File: config.mk
export PLATFORM = sky130hd
export DESIGN_NAME = store_tile
export DESIGN_NICKNAME = d
export VERILOG_FILES = /design/src/hdl/store_geom_pkg.sv /design/src/hdl/store_state_pkg.sv /design/src/hdl/store_job_if.sv /design/src/hdl/word_fifo.sv /design/src/hdl/store_ctrl.sv /design/src/hdl/beat_packer.sv /design/src/hdl/burst_issuer.sv /design/src/hdl/store_tile.sv
export SDC_FILE = /design/constraint.sdc
export NUM_CORES = 1
export LEC_CHECK = 0
export BUFFER_PORTS_ARGS = -buffer_cell sky130_fd_sc_hd__buf_2
export CAP_MARGIN = 30
export CORE_MARGIN = 2
export CORE_UTILIZATION = 30
export CTS_BUF_LIST = sky130_fd_sc_hd__clkbuf_16
export DETAILED_ROUTE_END_ITERATION = 8
export GPL_ROUTABILITY_DRIVEN = 0
export PLACE_DENSITY = 0.49
export SETUP_SLACK_MARGIN = 0.15
export SYNTH_ARGS = -nofsm -noshare
export SYNTH_HDL_FRONTEND = slang
export SYNTH_SLANG_ARGS = --single-unit
File: constraint.sdc
create_clock -name clk -period 16.4 [get_ports clk]
set_clock_uncertainty 0.15 [all_clocks]
set_input_delay 3.28 -clock clk [delete_from_list [all_inputs] [get_ports clk]]
set_output_delay 3.28 -clock clk [all_outputs]
set_load 0.01 [all_outputs]
File: src/hdl/store_geom_pkg.sv
// ======================================
// word, beat, address and length widths
// of the store path
// ======================================
`default_nettype none

package store_geom_pkg;

    // result word pushed by the compute logic
    localparam int word_w = 32;

    // one entry of the write master user buffer
    localparam int beat_w = 128;

    // words packed into one beat
    localparam int words_per_beat = beat_w / word_w;

    // byte address on the master side
    localparam int addr_w = 32;

    // job length, counted in words
    localparam int len_w = 12;

    // burst length given to the master, in bytes
    localparam int cmd_len_w = 8;

endpackage

`default_nettype wire

File: src/hdl/store_state_pkg.sv
// ======================================
// FSM state encodings of the store path
// ======================================
`default_nettype none

package store_state_pkg;

    // job controller
    typedef enum logic [1:0] {
        idle,
        run,
        finish
    } ctrl_state_e;

    // burst issuer
    typedef enum logic [1:0] {
        wait_data,
        issue,
        wait_done,
        settle
    } issue_state_e;

endpackage

`default_nettype wire

File: src/hdl/store_job_if.sv
// ======================================
// store job handoff from the controller
// to the packer and the burst issuer
// ======================================
`default_nettype none
`timescale 1ns/100ps

interface store_job_if;

    // one-cycle pulse at the start of a job
    logic                               start;
    // byte base address and length in words, held for the whole job
    logic [store_geom_pkg::addr_w-1:0]  base;
    logic [store_geom_pkg::len_w-1:0]   len_words;
    // one-cycle pulse once the last burst has completed
    logic                               done;

    modport ctrl (
        output start,
        output base,
        output len_words,
        input  done
    );

    modport worker (
        input  start,
        input  base,
        input  len_words,
        output done
    );

endinterface

`default_nettype wire

File: src/hdl/word_fifo.sv
// ======================================
// show-ahead FIFO of result words
// ======================================
`default_nettype none
`timescale 1ns/100ps

module word_fifo #(
    parameter int fifo_depth = 16
) (
    input  wire                                 clk,
    input  wire                                 rst,
    input  wire                                 push,
    input  wire [store_geom_pkg::word_w-1:0]    push_data,
    output logic                                full,
    input  wire                                 pop,
    output logic [store_geom_pkg::word_w-1:0]   rd_data,
    output logic                                empty
);

    localparam int pw = (fifo_depth > 1) ? $clog2(fifo_depth) : 1;
    localparam int cw = $clog2(fifo_depth + 1);
    localparam logic [pw-1:0] last_ptr = pw'(fifo_depth - 1);
    localparam logic [cw-1:0] depth_cnt = cw'(fifo_depth);

    logic [store_geom_pkg::word_w-1:0] mem [fifo_depth];
    logic [pw-1:0] wr_ptr;
    logic [pw-1:0] rd_ptr;
    logic [cw-1:0] count;
    logic          do_push;
    logic          do_pop;

    // a push into a full FIFO is dropped
    assign do_push = push && !full;
    assign do_pop  = pop && !empty;

    assign full    = (count == depth_cnt);
    assign empty   = (count == '0);
    // head word is visible before the pop
    assign rd_data = mem[rd_ptr];

    always_ff @(posedge clk) begin
        if (do_push) begin
            mem[wr_ptr] <= push_data;
        end
    end

    always_ff @(posedge clk or posedge rst) begin
        if (rst) begin
            wr_ptr <= '0;
            rd_ptr <= '0;
            count  <= '0;
        end else begin
            if (do_push) begin
                wr_ptr <= (wr_ptr == last_ptr) ? '0 : wr_ptr + 1'b1;
            end
            if (do_pop) begin
                rd_ptr <= (rd_ptr == last_ptr) ? '0 : rd_ptr + 1'b1;
            end
            case ({do_push, do_pop})
                2'b10:   count <= count + 1'b1;
                2'b01:   count <= count - 1'b1;
                default: count <= count;
            endcase
        end
    end

endmodule

`default_nettype wire

File: src/hdl/store_ctrl.sv
// ======================================
// store job controller, start strobe to
// done pulse
// ======================================
`default_nettype none
`timescale 1ns/100ps

module store_ctrl (
    input  wire                                 clk,
    input  wire                                 rst,
    input  wire                                 store_start,
    input  wire [store_geom_pkg::addr_w-1:0]    param_waddr,
    input  wire [store_geom_pkg::len_w-1:0]     param_iolen,
    store_job_if.ctrl                           job,
    output logic                                store_done
);

    store_state_pkg::ctrl_state_e state;

    logic                               start_q;
    logic [store_geom_pkg::addr_w-1:0]  base_q;
    logic [store_geom_pkg::len_w-1:0]   len_q;
    logic                               accept;

    // starts are only taken between jobs
    assign accept = (state == store_state_pkg::idle) && store_start;

    always_ff @(posedge clk or posedge rst) begin
        if (rst) begin
            state   <= store_state_pkg::idle;
            start_q <= 1'b0;
        end else begin
            start_q <= accept;
            case (state)
                store_state_pkg::idle: begin
                    if (accept) begin
                        state <= store_state_pkg::run;
                    end
                end
                store_state_pkg::run: begin
                    // issuer reports the last burst complete
                    if (job.done) begin
                        state <= store_state_pkg::finish;
                    end
                end
                default: begin
                    state <= store_state_pkg::idle;
                end
            endcase
        end
    end

    // job parameters stay fixed until the next accepted start
    always_ff @(posedge clk) begin
        if (accept) begin
            base_q <= param_waddr;
            len_q  <= param_iolen;
        end
    end

    assign job.start     = start_q;
    assign job.base      = base_q;
    assign job.len_words = len_q;
    assign store_done    = (state == store_state_pkg::finish);

endmodule

`default_nettype wire

File: src/hdl/beat_packer.sv
// ======================================
// packs popped words into 128-bit beats
// for the write master user buffer
// ======================================
`default_nettype none
`timescale 1ns/100ps

module beat_packer (
    input  wire                                 clk,
    input  wire                                 rst,
    store_job_if.worker                         job,
    output logic                                pop,
    input  wire [store_geom_pkg::word_w-1:0]    rd_data,
    input  wire                                 empty,
    output logic [store_geom_pkg::beat_w-1:0]   wmst_user_write_data,
    output logic                                wmst_user_write_buffer,
    input  wire                                 wmst_user_buffer_full,
    output logic                                beat_written
);

    localparam int wpb = store_geom_pkg::words_per_beat;
    localparam int ww  = store_geom_pkg::word_w;
    localparam int bw  = store_geom_pkg::beat_w;

    logic [store_geom_pkg::len_w-1:0] words_left;
    logic [wpb-1:0] lane;
    logic [wpb-1:0] lane_d1;
    logic [wpb-1:0] lane_d2;
    logic [ww-1:0]  data_d1;
    logic [ww-1:0]  data_d2;
    logic [bw-1:0]  beat_sr;
    logic [bw-1:0]  beat_next;
    logic           beat_done;
    logic           pending;

    assign pop = (words_left != '0) && !empty && !wmst_user_buffer_full;

    // ======================================
    // pop side
    // ======================================
    always_ff @(posedge clk or posedge rst) begin
        if (rst) begin
            words_left <= '0;
            lane       <= wpb'(1);
        end else if (job.start) begin
            words_left <= job.len_words;
            lane       <= wpb'(1);
        end else if (pop) begin
            words_left <= words_left - 1'b1;
            lane       <= {lane[wpb-2:0], lane[wpb-1]};
        end
    end

    // lane marks and words travel two cycles to the beat register
    always_ff @(posedge clk or posedge rst) begin
        if (rst) begin
            lane_d1 <= '0;
            lane_d2 <= '0;
        end else begin
            lane_d1 <= pop ? lane : '0;
            lane_d2 <= lane_d1;
        end
    end

    always_ff @(posedge clk) begin
        data_d1 <= rd_data;
        data_d2 <= data_d1;
    end

    // ======================================
    // beat assembly and buffer write
    // ======================================
    // newest word enters at the top, first word ends in the low lane
    assign beat_next = {data_d2, beat_sr[bw-1:ww]};
    assign beat_done = lane_d2[wpb-1];

    always_ff @(posedge clk) begin
        if (|lane_d2) begin
            beat_sr <= beat_next;
        end
        if (beat_done) begin
            wmst_user_write_data <= beat_next;
        end
    end

    // a finished beat that meets buffer_full waits here until it drops
    always_ff @(posedge clk or posedge rst) begin
        if (rst) begin
            wmst_user_write_buffer <= 1'b0;
            pending                <= 1'b0;
        end else begin
            wmst_user_write_buffer <= (beat_done || pending) && !wmst_user_buffer_full;
            if (beat_done && wmst_user_buffer_full) begin
                pending <= 1'b1;
            end else if (!wmst_user_buffer_full) begin
                pending <= 1'b0;
            end
        end
    end

    assign beat_written = wmst_user_write_buffer;

endmodule

`default_nettype wire

File: src/hdl/burst_issuer.sv
// ======================================
// burst command issue to the write master
// ======================================
`default_nettype none
`timescale 1ns/100ps

module burst_issuer #(
    parameter int burst_words = 8
) (
    input  wire                                     clk,
    input  wire                                     rst,
    store_job_if.worker                             job,
    input  wire                                     beat_written,
    output logic [store_geom_pkg::addr_w-1:0]       wmst_write_base,
    output logic [store_geom_pkg::cmd_len_w-1:0]    wmst_write_length,
    output logic                                    wmst_go,
    input  wire                                     wmst_done
);

    localparam int lw = store_geom_pkg::len_w;
    localparam int aw = store_geom_pkg::addr_w;
    localparam logic [lw-1:0] burst_len = burst_words[lw-1:0];
    localparam logic [lw-1:0] beat_len = lw'(store_geom_pkg::words_per_beat);

    store_state_pkg::issue_state_e state;

    logic [lw-1:0]   recv_cnt;
    logic [lw-1:0]   cmd_cnt;
    logic [lw-1:0]   remain_cnt;
    logic [lw-1:0]   avail;
    logic [lw-1:0]   cmd_words;
    logic [lw+1:0]   cmd_bytes;
    logic [aw-1:0]   next_base;
    logic            done_d;
    logic            done_edge;
    logic            master_idle;
    logic            data_ready;
    logic            last_burst;

    // ======================================
    // master status and data accounting
    // ======================================
    always_ff @(posedge clk or posedge rst) begin
        if (rst) begin
            done_d <= 1'b0;
        end else begin
            done_d <= wmst_done;
        end
    end

    assign done_edge   = wmst_done && !done_d;
    // first cycle of a done rise does not count as idle
    assign master_idle = wmst_done && !done_edge;

    // words sitting in the master buffer without a command yet
    assign avail      = recv_cnt - cmd_cnt;
    assign data_ready = (remain_cnt != '0) && ((avail >= burst_len) || (avail >= remain_cnt));
    assign cmd_words  = (remain_cnt > burst_len) ? burst_len : remain_cnt;
    assign cmd_bytes  = {cmd_words, 2'b00};
    assign last_burst = (remain_cnt == '0);

    // ======================================
    // command FSM
    // ======================================
    always_ff @(posedge clk or posedge rst) begin
        if (rst) begin
            state <= store_state_pkg::wait_data;
        end else begin
            case (state)
                store_state_pkg::wait_data: begin
                    if (data_ready && master_idle) begin
                        state <= store_state_pkg::issue;
                    end
                end
                store_state_pkg::issue: begin
                    state <= store_state_pkg::wait_done;
                end
                store_state_pkg::wait_done: begin
                    // done falls after go, the next rise ends the burst
                    if (done_edge) begin
                        state <= store_state_pkg::settle;
                    end
                end
                default: begin
                    state <= store_state_pkg::wait_data;
                end
            endcase
        end
    end

    always_ff @(posedge clk or posedge rst) begin
        if (rst) begin
            recv_cnt   <= '0;
            cmd_cnt    <= '0;
            remain_cnt <= '0;
            next_base  <= '0;
        end else if (job.start) begin
            recv_cnt   <= '0;
            cmd_cnt    <= '0;
            remain_cnt <= job.len_words;
            next_base  <= job.base;
        end else if (state == store_state_pkg::settle && last_burst) begin
            recv_cnt <= '0;
            cmd_cnt  <= '0;
        end else begin
            if (beat_written) begin
                recv_cnt <= recv_cnt + beat_len;
            end
            if (state == store_state_pkg::issue) begin
                cmd_cnt    <= cmd_cnt + cmd_words;
                remain_cnt <= remain_cnt - cmd_words;
                next_base  <= next_base + {{(aw-lw-2){1'b0}}, cmd_bytes};
            end
        end
    end

    assign wmst_go           = (state == store_state_pkg::issue);
    assign wmst_write_base   = next_base;
    assign wmst_write_length = cmd_bytes[store_geom_pkg::cmd_len_w-1:0];

    // remain is already zero once the final go has been given
    assign job.done = (state == store_state_pkg::wait_done) && done_edge && last_burst;

endmodule

`default_nettype wire

File: src/hdl/store_tile.sv
// ======================================
// store path top level with word FIFO,
// controller, beat packer and burst issuer
// ======================================
`default_nettype none
`timescale 1ns/100ps

module store_tile #(
    parameter int burst_words = 8,
    parameter int fifo_depth  = 16
) (
    input  wire                                     clk,
    input  wire                                     rst,
    // compute side
    input  wire [store_geom_pkg::word_w-1:0]        word_data,
    input  wire                                     word_push,
    output wire                                     word_full,
    // configuration side
    input  wire                                     store_start,
    input  wire [store_geom_pkg::addr_w-1:0]        param_waddr,
    input  wire [store_geom_pkg::len_w-1:0]         param_iolen,
    output wire                                     store_done,
    // write master command
    output wire [store_geom_pkg::addr_w-1:0]        wmst_write_base,
    output wire [store_geom_pkg::cmd_len_w-1:0]     wmst_write_length,
    output wire                                     wmst_go,
    input  wire                                     wmst_done,
    // write master user buffer
    output wire [store_geom_pkg::beat_w-1:0]        wmst_user_write_data,
    output wire                                     wmst_user_write_buffer,
    input  wire                                     wmst_user_buffer_full
);

    wire                                pop;
    wire [store_geom_pkg::word_w-1:0]   word_rd;
    wire                                empty;
    wire                                beat_written;

    store_job_if job ();

    word_fifo #(
        .fifo_depth (fifo_depth)
    ) u_fifo (
        .clk       (clk),
        .rst       (rst),
        .push      (word_push),
        .push_data (word_data),
        .full      (word_full),
        .pop       (pop),
        .rd_data   (word_rd),
        .empty     (empty)
    );

    store_ctrl u_ctrl (
        .clk         (clk),
        .rst         (rst),
        .store_start (store_start),
        .param_waddr (param_waddr),
        .param_iolen (param_iolen),
        .job         (job.ctrl),
        .store_done  (store_done)
    );

    beat_packer u_packer (
        .clk                    (clk),
        .rst                    (rst),
        .job                    (job.worker),
        .pop                    (pop),
        .rd_data                (word_rd),
        .empty                  (empty),
        .wmst_user_write_data   (wmst_user_write_data),
        .wmst_user_write_buffer (wmst_user_write_buffer),
        .wmst_user_buffer_full  (wmst_user_buffer_full),
        .beat_written           (beat_written)
    );

    burst_issuer #(
        .burst_words (burst_words)
    ) u_issuer (
        .clk               (clk),
        .rst               (rst),
        .job               (job.worker),
        .beat_written      (beat_written),
        .wmst_write_base   (wmst_write_base),
        .wmst_write_length (wmst_write_length),
        .wmst_go           (wmst_go),
        .wmst_done         (wmst_done)
    );

endmodule

`default_nettype wire

# Word-level counts from Yosys, hierarchy flattened

Memories as Yosys holds them, arrays and structs flattened. A register that Yosys moved wholly into a read port is not among the register bits.
Cells that the tools add are included.

Register bits: 445
RAM bits: 512
Input bits: 82
Output and inout port bits: 172
Logic and storage cells: 119
Memories: 1

Add/sub/neg operators: 10
$lt $le $gt $ge: 3
Equal/unequal tests: 16
Muxes and demuxes: 31
Reductions and logical operators: 36

Memories:

| memory     | depth | bits a word | read ports | clocked after Yosys merged registers in | write ports | RTL line        | source |
|---|---|---|---|---|---|---|---|
| u_fifo.mem | 16    | 32          | 1          | 1                                       | 1           | word_fifo.sv:25 | `logic [store_geom_pkg::word_w-1:0] mem [fifo_depth];` |

Operators by type and width:

| kind                                                           | count |
|---|---|
| two-way mux 12 bit                                             | 12 |
| two-way mux 32 bit                                             | 3 |
| adder 32 x 14 -> 32 bit                                        | 1 |
| nonzero test 12 bit                                            | 2 |
| subtractor 12 bit                                              | 2 |
| two-way mux 4 bit                                              | 5 |
| logical AND 1 bit                                              | 14 |
| adder 12 bit                                                   | 1 |
| adder 12 x 3 -> 12 bit, second input constant                  | 1 |
| >= comparator 12 bit                                           | 1 |
| >= comparator 12 x 4 -> 1 bit, second input constant           | 1 |
| greater-than comparator 12 x 4 -> 1 bit, second input constant | 1 |
| zero test 12 bit                                               | 1 |
| subtractor 12 x 1 -> 12 bit, second input constant             | 1 |
| one-hot mux 5 bit (2 select lines)                             | 1 |
| adder 4 x 1 -> 4 bit, second input constant                    | 2 |
| equality test 2 bit, second input constant                     | 4 |
| equality test 4 bit, second input constant                     | 2 |
| two-way mux 2 bit                                              | 4 |
| inequality test 2 x 1 -> 1 bit, second input constant          | 4 |
| equality test 2 x 1 -> 1 bit, second input constant            | 3 |
| one-hot mux 2 bit (3 select lines)                             | 1 |
| AND reduction 2 bit                                            | 3 |
| nonzero test 2 bit                                             | 3 |
| 12 further kinds                                               | 23 |

# Longest topological paths before layout

Depth in word-level cells: 7
Depth in mapped cells: 17
Gate-level depth less buffers: 17

# Worst setup path before layout

OpenSTA, ideal clock, no wires.

Kind: input -> register
Start: in store_start
End: reg u_ctrl.base_q (netlist bit u_ctrl.job.base[0]) (enable)
Setup time: 511 ps
Arrival time: 6,540 ps
Required time: 15,739 ps
Setup slack: 9,199 ps
Stages on the path: 1
Path buffers: 0
Cell sequence: nor3b_1

Longest elaborated chain between the ends: 1

Ends and longest elaborated chain:

| what                   | RTL line         | source |
|---|---|---|
| start: declaration     | store_tile.sv:19 | `input wire store_start,` |
| logical AND 1 bit      | store_ctrl.sv:26 | `assign accept = (state == store_state_pkg::idle) && store_start;` |
| end signal: assignment | store_ctrl.sv:56 | `base_q <= param_waddr;` |
| end: declaration       | store_ctrl.sv:21 | `logic [store_geom_pkg::addr_w-1:0] base_q;` |

No other way between the ends.
A chain may end at the register's enable or synchronous reset.

# Worst setup path after layout

Start: reg u_issuer.remain_cnt[6]
End: out wmst_write_length[4] (netlist name)

Longest elaborated chain between the ends: 2

Ends and longest elaborated chain:

| what                                    | RTL line            | source |
|---|---|---|
| start: declaration                      | burst_issuer.sv:29  | `logic [lw-1:0] remain_cnt;` |
| start signal: assignment                | burst_issuer.sv:100 | `remain_cnt <= job.len_words;` |
| start signal: assignment                | burst_issuer.sv:111 | `remain_cnt <= remain_cnt - cmd_words;` |
| greater-than comparator 12 x 4 -> 1 bit | burst_issuer.sv:58  | `assign cmd_words = (remain_cnt > burst_len) ? burst_len : remain_cnt;` |
| two-way mux 12 bit                      | burst_issuer.sv:58  |  |
| end: declaration                        | store_tile.sv:25    | `output wire [store_geom_pkg::cmd_len_w-1:0] wmst_write_length,` |

No other way between the ends.

==> impl_metrics.env <==
export IMPL_areaGrowthSynthToFinish_pct=18.4
export IMPL_start_kind="flip-flop"
export IMPL_worst_path_largest_cell_delay_ps=590
export IMPL_dp_hpwl_um=46300
export IMPL_finalCritPeriodShare_pct=37.9
export IMPL_hp_class="reg2reg"
export IMPL_synth_edff_count=780
export IMPL_worst_pin_slew_ps=975
export IMPL_die_area_um2=122000
export IMPL_htreeDepth=3
export IMPL_path_class="reg2out"
export IMPL_clock_insertion_delay_worst_skew_ps=700
export IMPL_worstPathArrival_ps=2780
export IMPL_antenna_found_initial=14
export IMPL_routedWlPerCell_um=20.5
export IMPL_drive_above_1_share_pct=28.2
export IMPL_initial_utilization_pct=30.3
export IMPL_clk_pin_slew_ps=60
export IMPL_grt_first_pass_wirelength_um=118000
export IMPL_cp_slowest_cell="or4_4"
export IMPL_syn_area_per_cell_um2=19.6
export IMPL_cts_tree="built"
export IMPL_synth_distinct_cells=80
export IMPL_required_ps=12970
export IMPL_cts_made_buffers=101
export IMPL_end_kind="primary output"
export IMPL_grt_pass1_vias=18800
export IMPL_crit_family="simple AND/OR/NAND/NOR gates"
export IMPL_ys_seq_area_share_pct=76.9
export IMPL_relSlewSlack_pct=35.0
export IMPL_post_cts_buffers=0
export IMPL_maxCapViolations=0
export IMPL_fin_crit_ps=6210
export IMPL_grt_overflow=0
export IMPL_nFillCells=10900
export IMPL_reg2reg_slack_ps=11790
export IMPL_async_flop_share_pct=11.6
export IMPL_cp_cell_sequence="or4_4 > nor4_4 > inv_1 > nor2_1 > buf_2"
export IMPL_cts_hold_buffers=0
export IMPL_leakage_uw=0.0148
export IMPL_rows=126
export IMPL_worst_ir_drop_vdd_uv=89.6
export IMPL_powerDensity_nw_per_um2=179
export IMPL_netlist_instances=1826
export IMPL_vias=17400
export IMPL_portBuffers=249
export IMPL_whs_ps=175
export IMPL_outcome="complete, no violations"
export IMPL_dr_pass1_iters=5
export IMPL_fp_coreArea_um2=118000
export IMPL_synth_seq_cells=955
export IMPL_path_buf_inv=2
export IMPL_die_width_um=349
export IMPL_fmax_ghz=0.161
export IMPL_rsz0062_at_grt="no"
export IMPL_path_max_fanout=7
export IMPL_drt_antenna_violating_nets=0
export IMPL_tns_ps=0
export IMPL_cts_resized=0
export IMPL_final_nets=2307
export IMPL_synthFlopType="edfxtp_1"
export IMPL_clockRootBuffer="clkbuf_16"
export IMPL_synth_warning_count=0
export IMPL_drt_initial_drc_count=1153
export IMPL_clock_sinks=955
export IMPL_drcViolationCount=0
export IMPL_grt_start_max_net_pins=98
export IMPL_syn_area_um2=35700
export IMPL_die_y_um=349
export IMPL_avgViaCountPerCell=4.59
export IMPL_ios=254
export IMPL_hold_violations=0
export IMPL_finalSetupViolCount=0
export IMPL_grt_use_total_pct=12.8
export IMPL_slew_violations=0
export IMPL_clock_path_buffers=3
export IMPL_routed_wl_um=77700
==> cell usage after synthesis, types with 3 or more instances <==
cell | instances | share of area, %
o21ai_0 | 46 | 0.64
ha_1 | 62 | 2.2
o31ai_1 | 4 | 0.084
clkbuf_1 | 38 | 0.40
nor2_1 | 70 | 0.74
nand3b_1 | 3 | 0.063
a31oi_1 | 3 | 0.053
nand4_1 | 13 | 0.23
mux2_2 | 19 | 0.60
inv_1 | 53 | 0.56
or3_1 | 4 | 0.070
buf_4 | 5 | 0.11
nand2_1 | 70 | 0.74
nor3b_1 | 3 | 0.063
o21bai_1 | 3 | 0.063
buf_2 | 9 | 0.13
xnor2_1 | 50 | 1.2
nor2b_1 | 6 | 0.11
a41oi_1 | 3 | 0.074
o211ai_1 | 3 | 0.063
edfxtp_1 | 780 | 66
and3_1 | 10 | 0.18
nor4_1 | 12 | 0.21
a21o_1 | 15 | 0.32
buf_1 | 9 | 0.095
nand3_1 | 17 | 0.24
fa_1 | 3 | 0.17
a22o_1 | 9 | 0.22
dfrtp_1 | 110 | 7.7
and2_1 | 11 | 0.19
mux2i_1 | 9 | 0.25
nor3_1 | 18 | 0.25
dfxtp_1 | 64 | 3.6
mux4_2 | 160 | 10
nand2b_1 | 7 | 0.12
a21oi_1 | 45 | 0.63
xor2_1 | 25 | 0.61
==> metal layers <==
metal  wire (um)  track usage (%)  up-vias
met2       39200             22.1      418
met5          62                0        -
li1            -                -     7860
met4        1970             4.35       10
met3        4090             2.69      142
met1       32400             15.9     8948
==> sequential cells by signal, summed over array words and instances, names as in the netlist, 4 cells and up <==
register	cells
u_packer.data_d2	32
u_packer.lane_d2	4
u_packer.lane	4
u_issuer.remain_cnt	12
u_packer.words_left	12
u_issuer.wmst_write_base	32
u_packer.data_d1	32
u_fifo.count	5
u_fifo.rd_ptr	4
u_fifo.mem	512
u_fifo.wr_ptr	4
u_ctrl.job.base	32
u_packer.beat_sr	96
u_ctrl.job.len_words	12
u_issuer.recv_cnt	10
u_packer.wmst_user_write_data	128
u_issuer.cmd_cnt	12
u_packer.lane_d1	4
==> worst reg2reg max path, stage by stage, from the launching register on <==
cell and delay (ps):
dfrtp_1 470, ha_1 370, a21oi_1 200, a21oi_1 120, nor4_1 260, o21bai_1 150, and4_1 220, nor3_1 620
inv_1 110, ha_1 350, nand4_1 120, or2_2 310, o32ai_1 290, nor4_1 90, nor4b_2 200, a2111o_1 420
o211ai_1 90
==> cells by family after synthesis <==
group | count (synthesis) | synth area share (%)
flops | 955 | 76.9
buf+inv | 118 | 1.37
simple gates | 265 | 3.77
mux | 188 | 10.9
fa+ha+maj | 65 | 2.34
xor+xnor | 75 | 1.84
compound gates | 158 | 2.80
other cells | 2 | 0.0210
==> through the flow <==
step / setup WS (ps) / total power [uW] / util (%) / cells / instance area [um^2]
global placement: 10560 / 5440 / 33.1 / 3590 / 39000
floorplan: 9200 / 4840 / - / 1844 / 35800
finish: 10190 / 7580 / 35.8 / 3783 / 42300
detailed placement: 10570 / 5500 / 33.1 / 3592 / 39100
global route: 10010 / 8010 / 35.8 / 3781 / 42300
CTS: 10090 / 7730 / 35.8 / 3780 / 42300
==> path summary, 6_finish.rpt <==
| check | from | end | cells past startpoint |
|---|---|---|---|
| setup / recovery | u_issuer.remain_cnt[6] | wmst_write_length[4] | 5 |
| hold / removal | u_packer.data_d1[9] | u_packer.data_d2[9] | 0 |
| setup reg to reg | u_issuer.recv_cnt[3] | u_issuer.state[1] | 16 |
| hold reg to reg | u_packer.data_d1[9] | u_packer.data_d2[9] | 0 |
| max in group asynchronous | rst | u_packer.lane[0] | 4 |
| min in group asynchronous | rst | u_issuer.wmst_write_base[0] | 2 |
==> layout make-up <==
class / count / area (um^2) / area share, %
Inverter: 53 / 201 / 0.476
Clock inverter: 86 / 644 / 1.52
Multi-Input combinational cell: 771 / 7950 / 18.8
Antenna cell: 2 / 5.00 / 0.0118
Clock buffer: 102 / 2550 / 6.03
Sequential cell: 955 / 27500 / 65.0
Tap cell: 1536 / 1920 / 4.54
Timing Repair Buffer: 278 / 1540 / 3.63
==> layout by cell type, fill, tap and decap left out, types with 15 or more instances in the layout <==
cell type	count
a21o_1	15
a21oi_1	45
buf_2	249
buf_4	25
clkbuf_16	102
clkinv_1	26
clkinv_2	15
conb_1	20
dfrtp_1	104
dfxtp_1	64
edfxtp_1	780
ha_1	62
inv_1	81
mux2_2	19
mux4_2	160
nand2_1	70
nand3_1	17
nor2_1	58
o21ai_0	46
xnor2_1	50
xor2_1	25
==> where the power goes <==
group / leakage (uW) / internal [uW] / switching (uW) / total [uW]
clock network: 0.00167 / 1240 / 946 / 2190
logic: 0.00412 / 816 / 975 / 1790
registers: 0.00897 / 3270 / 330 / 3600
total: 0.0148 / 5330 / 2250 / 7580
(Power assumes the default switching activity.)
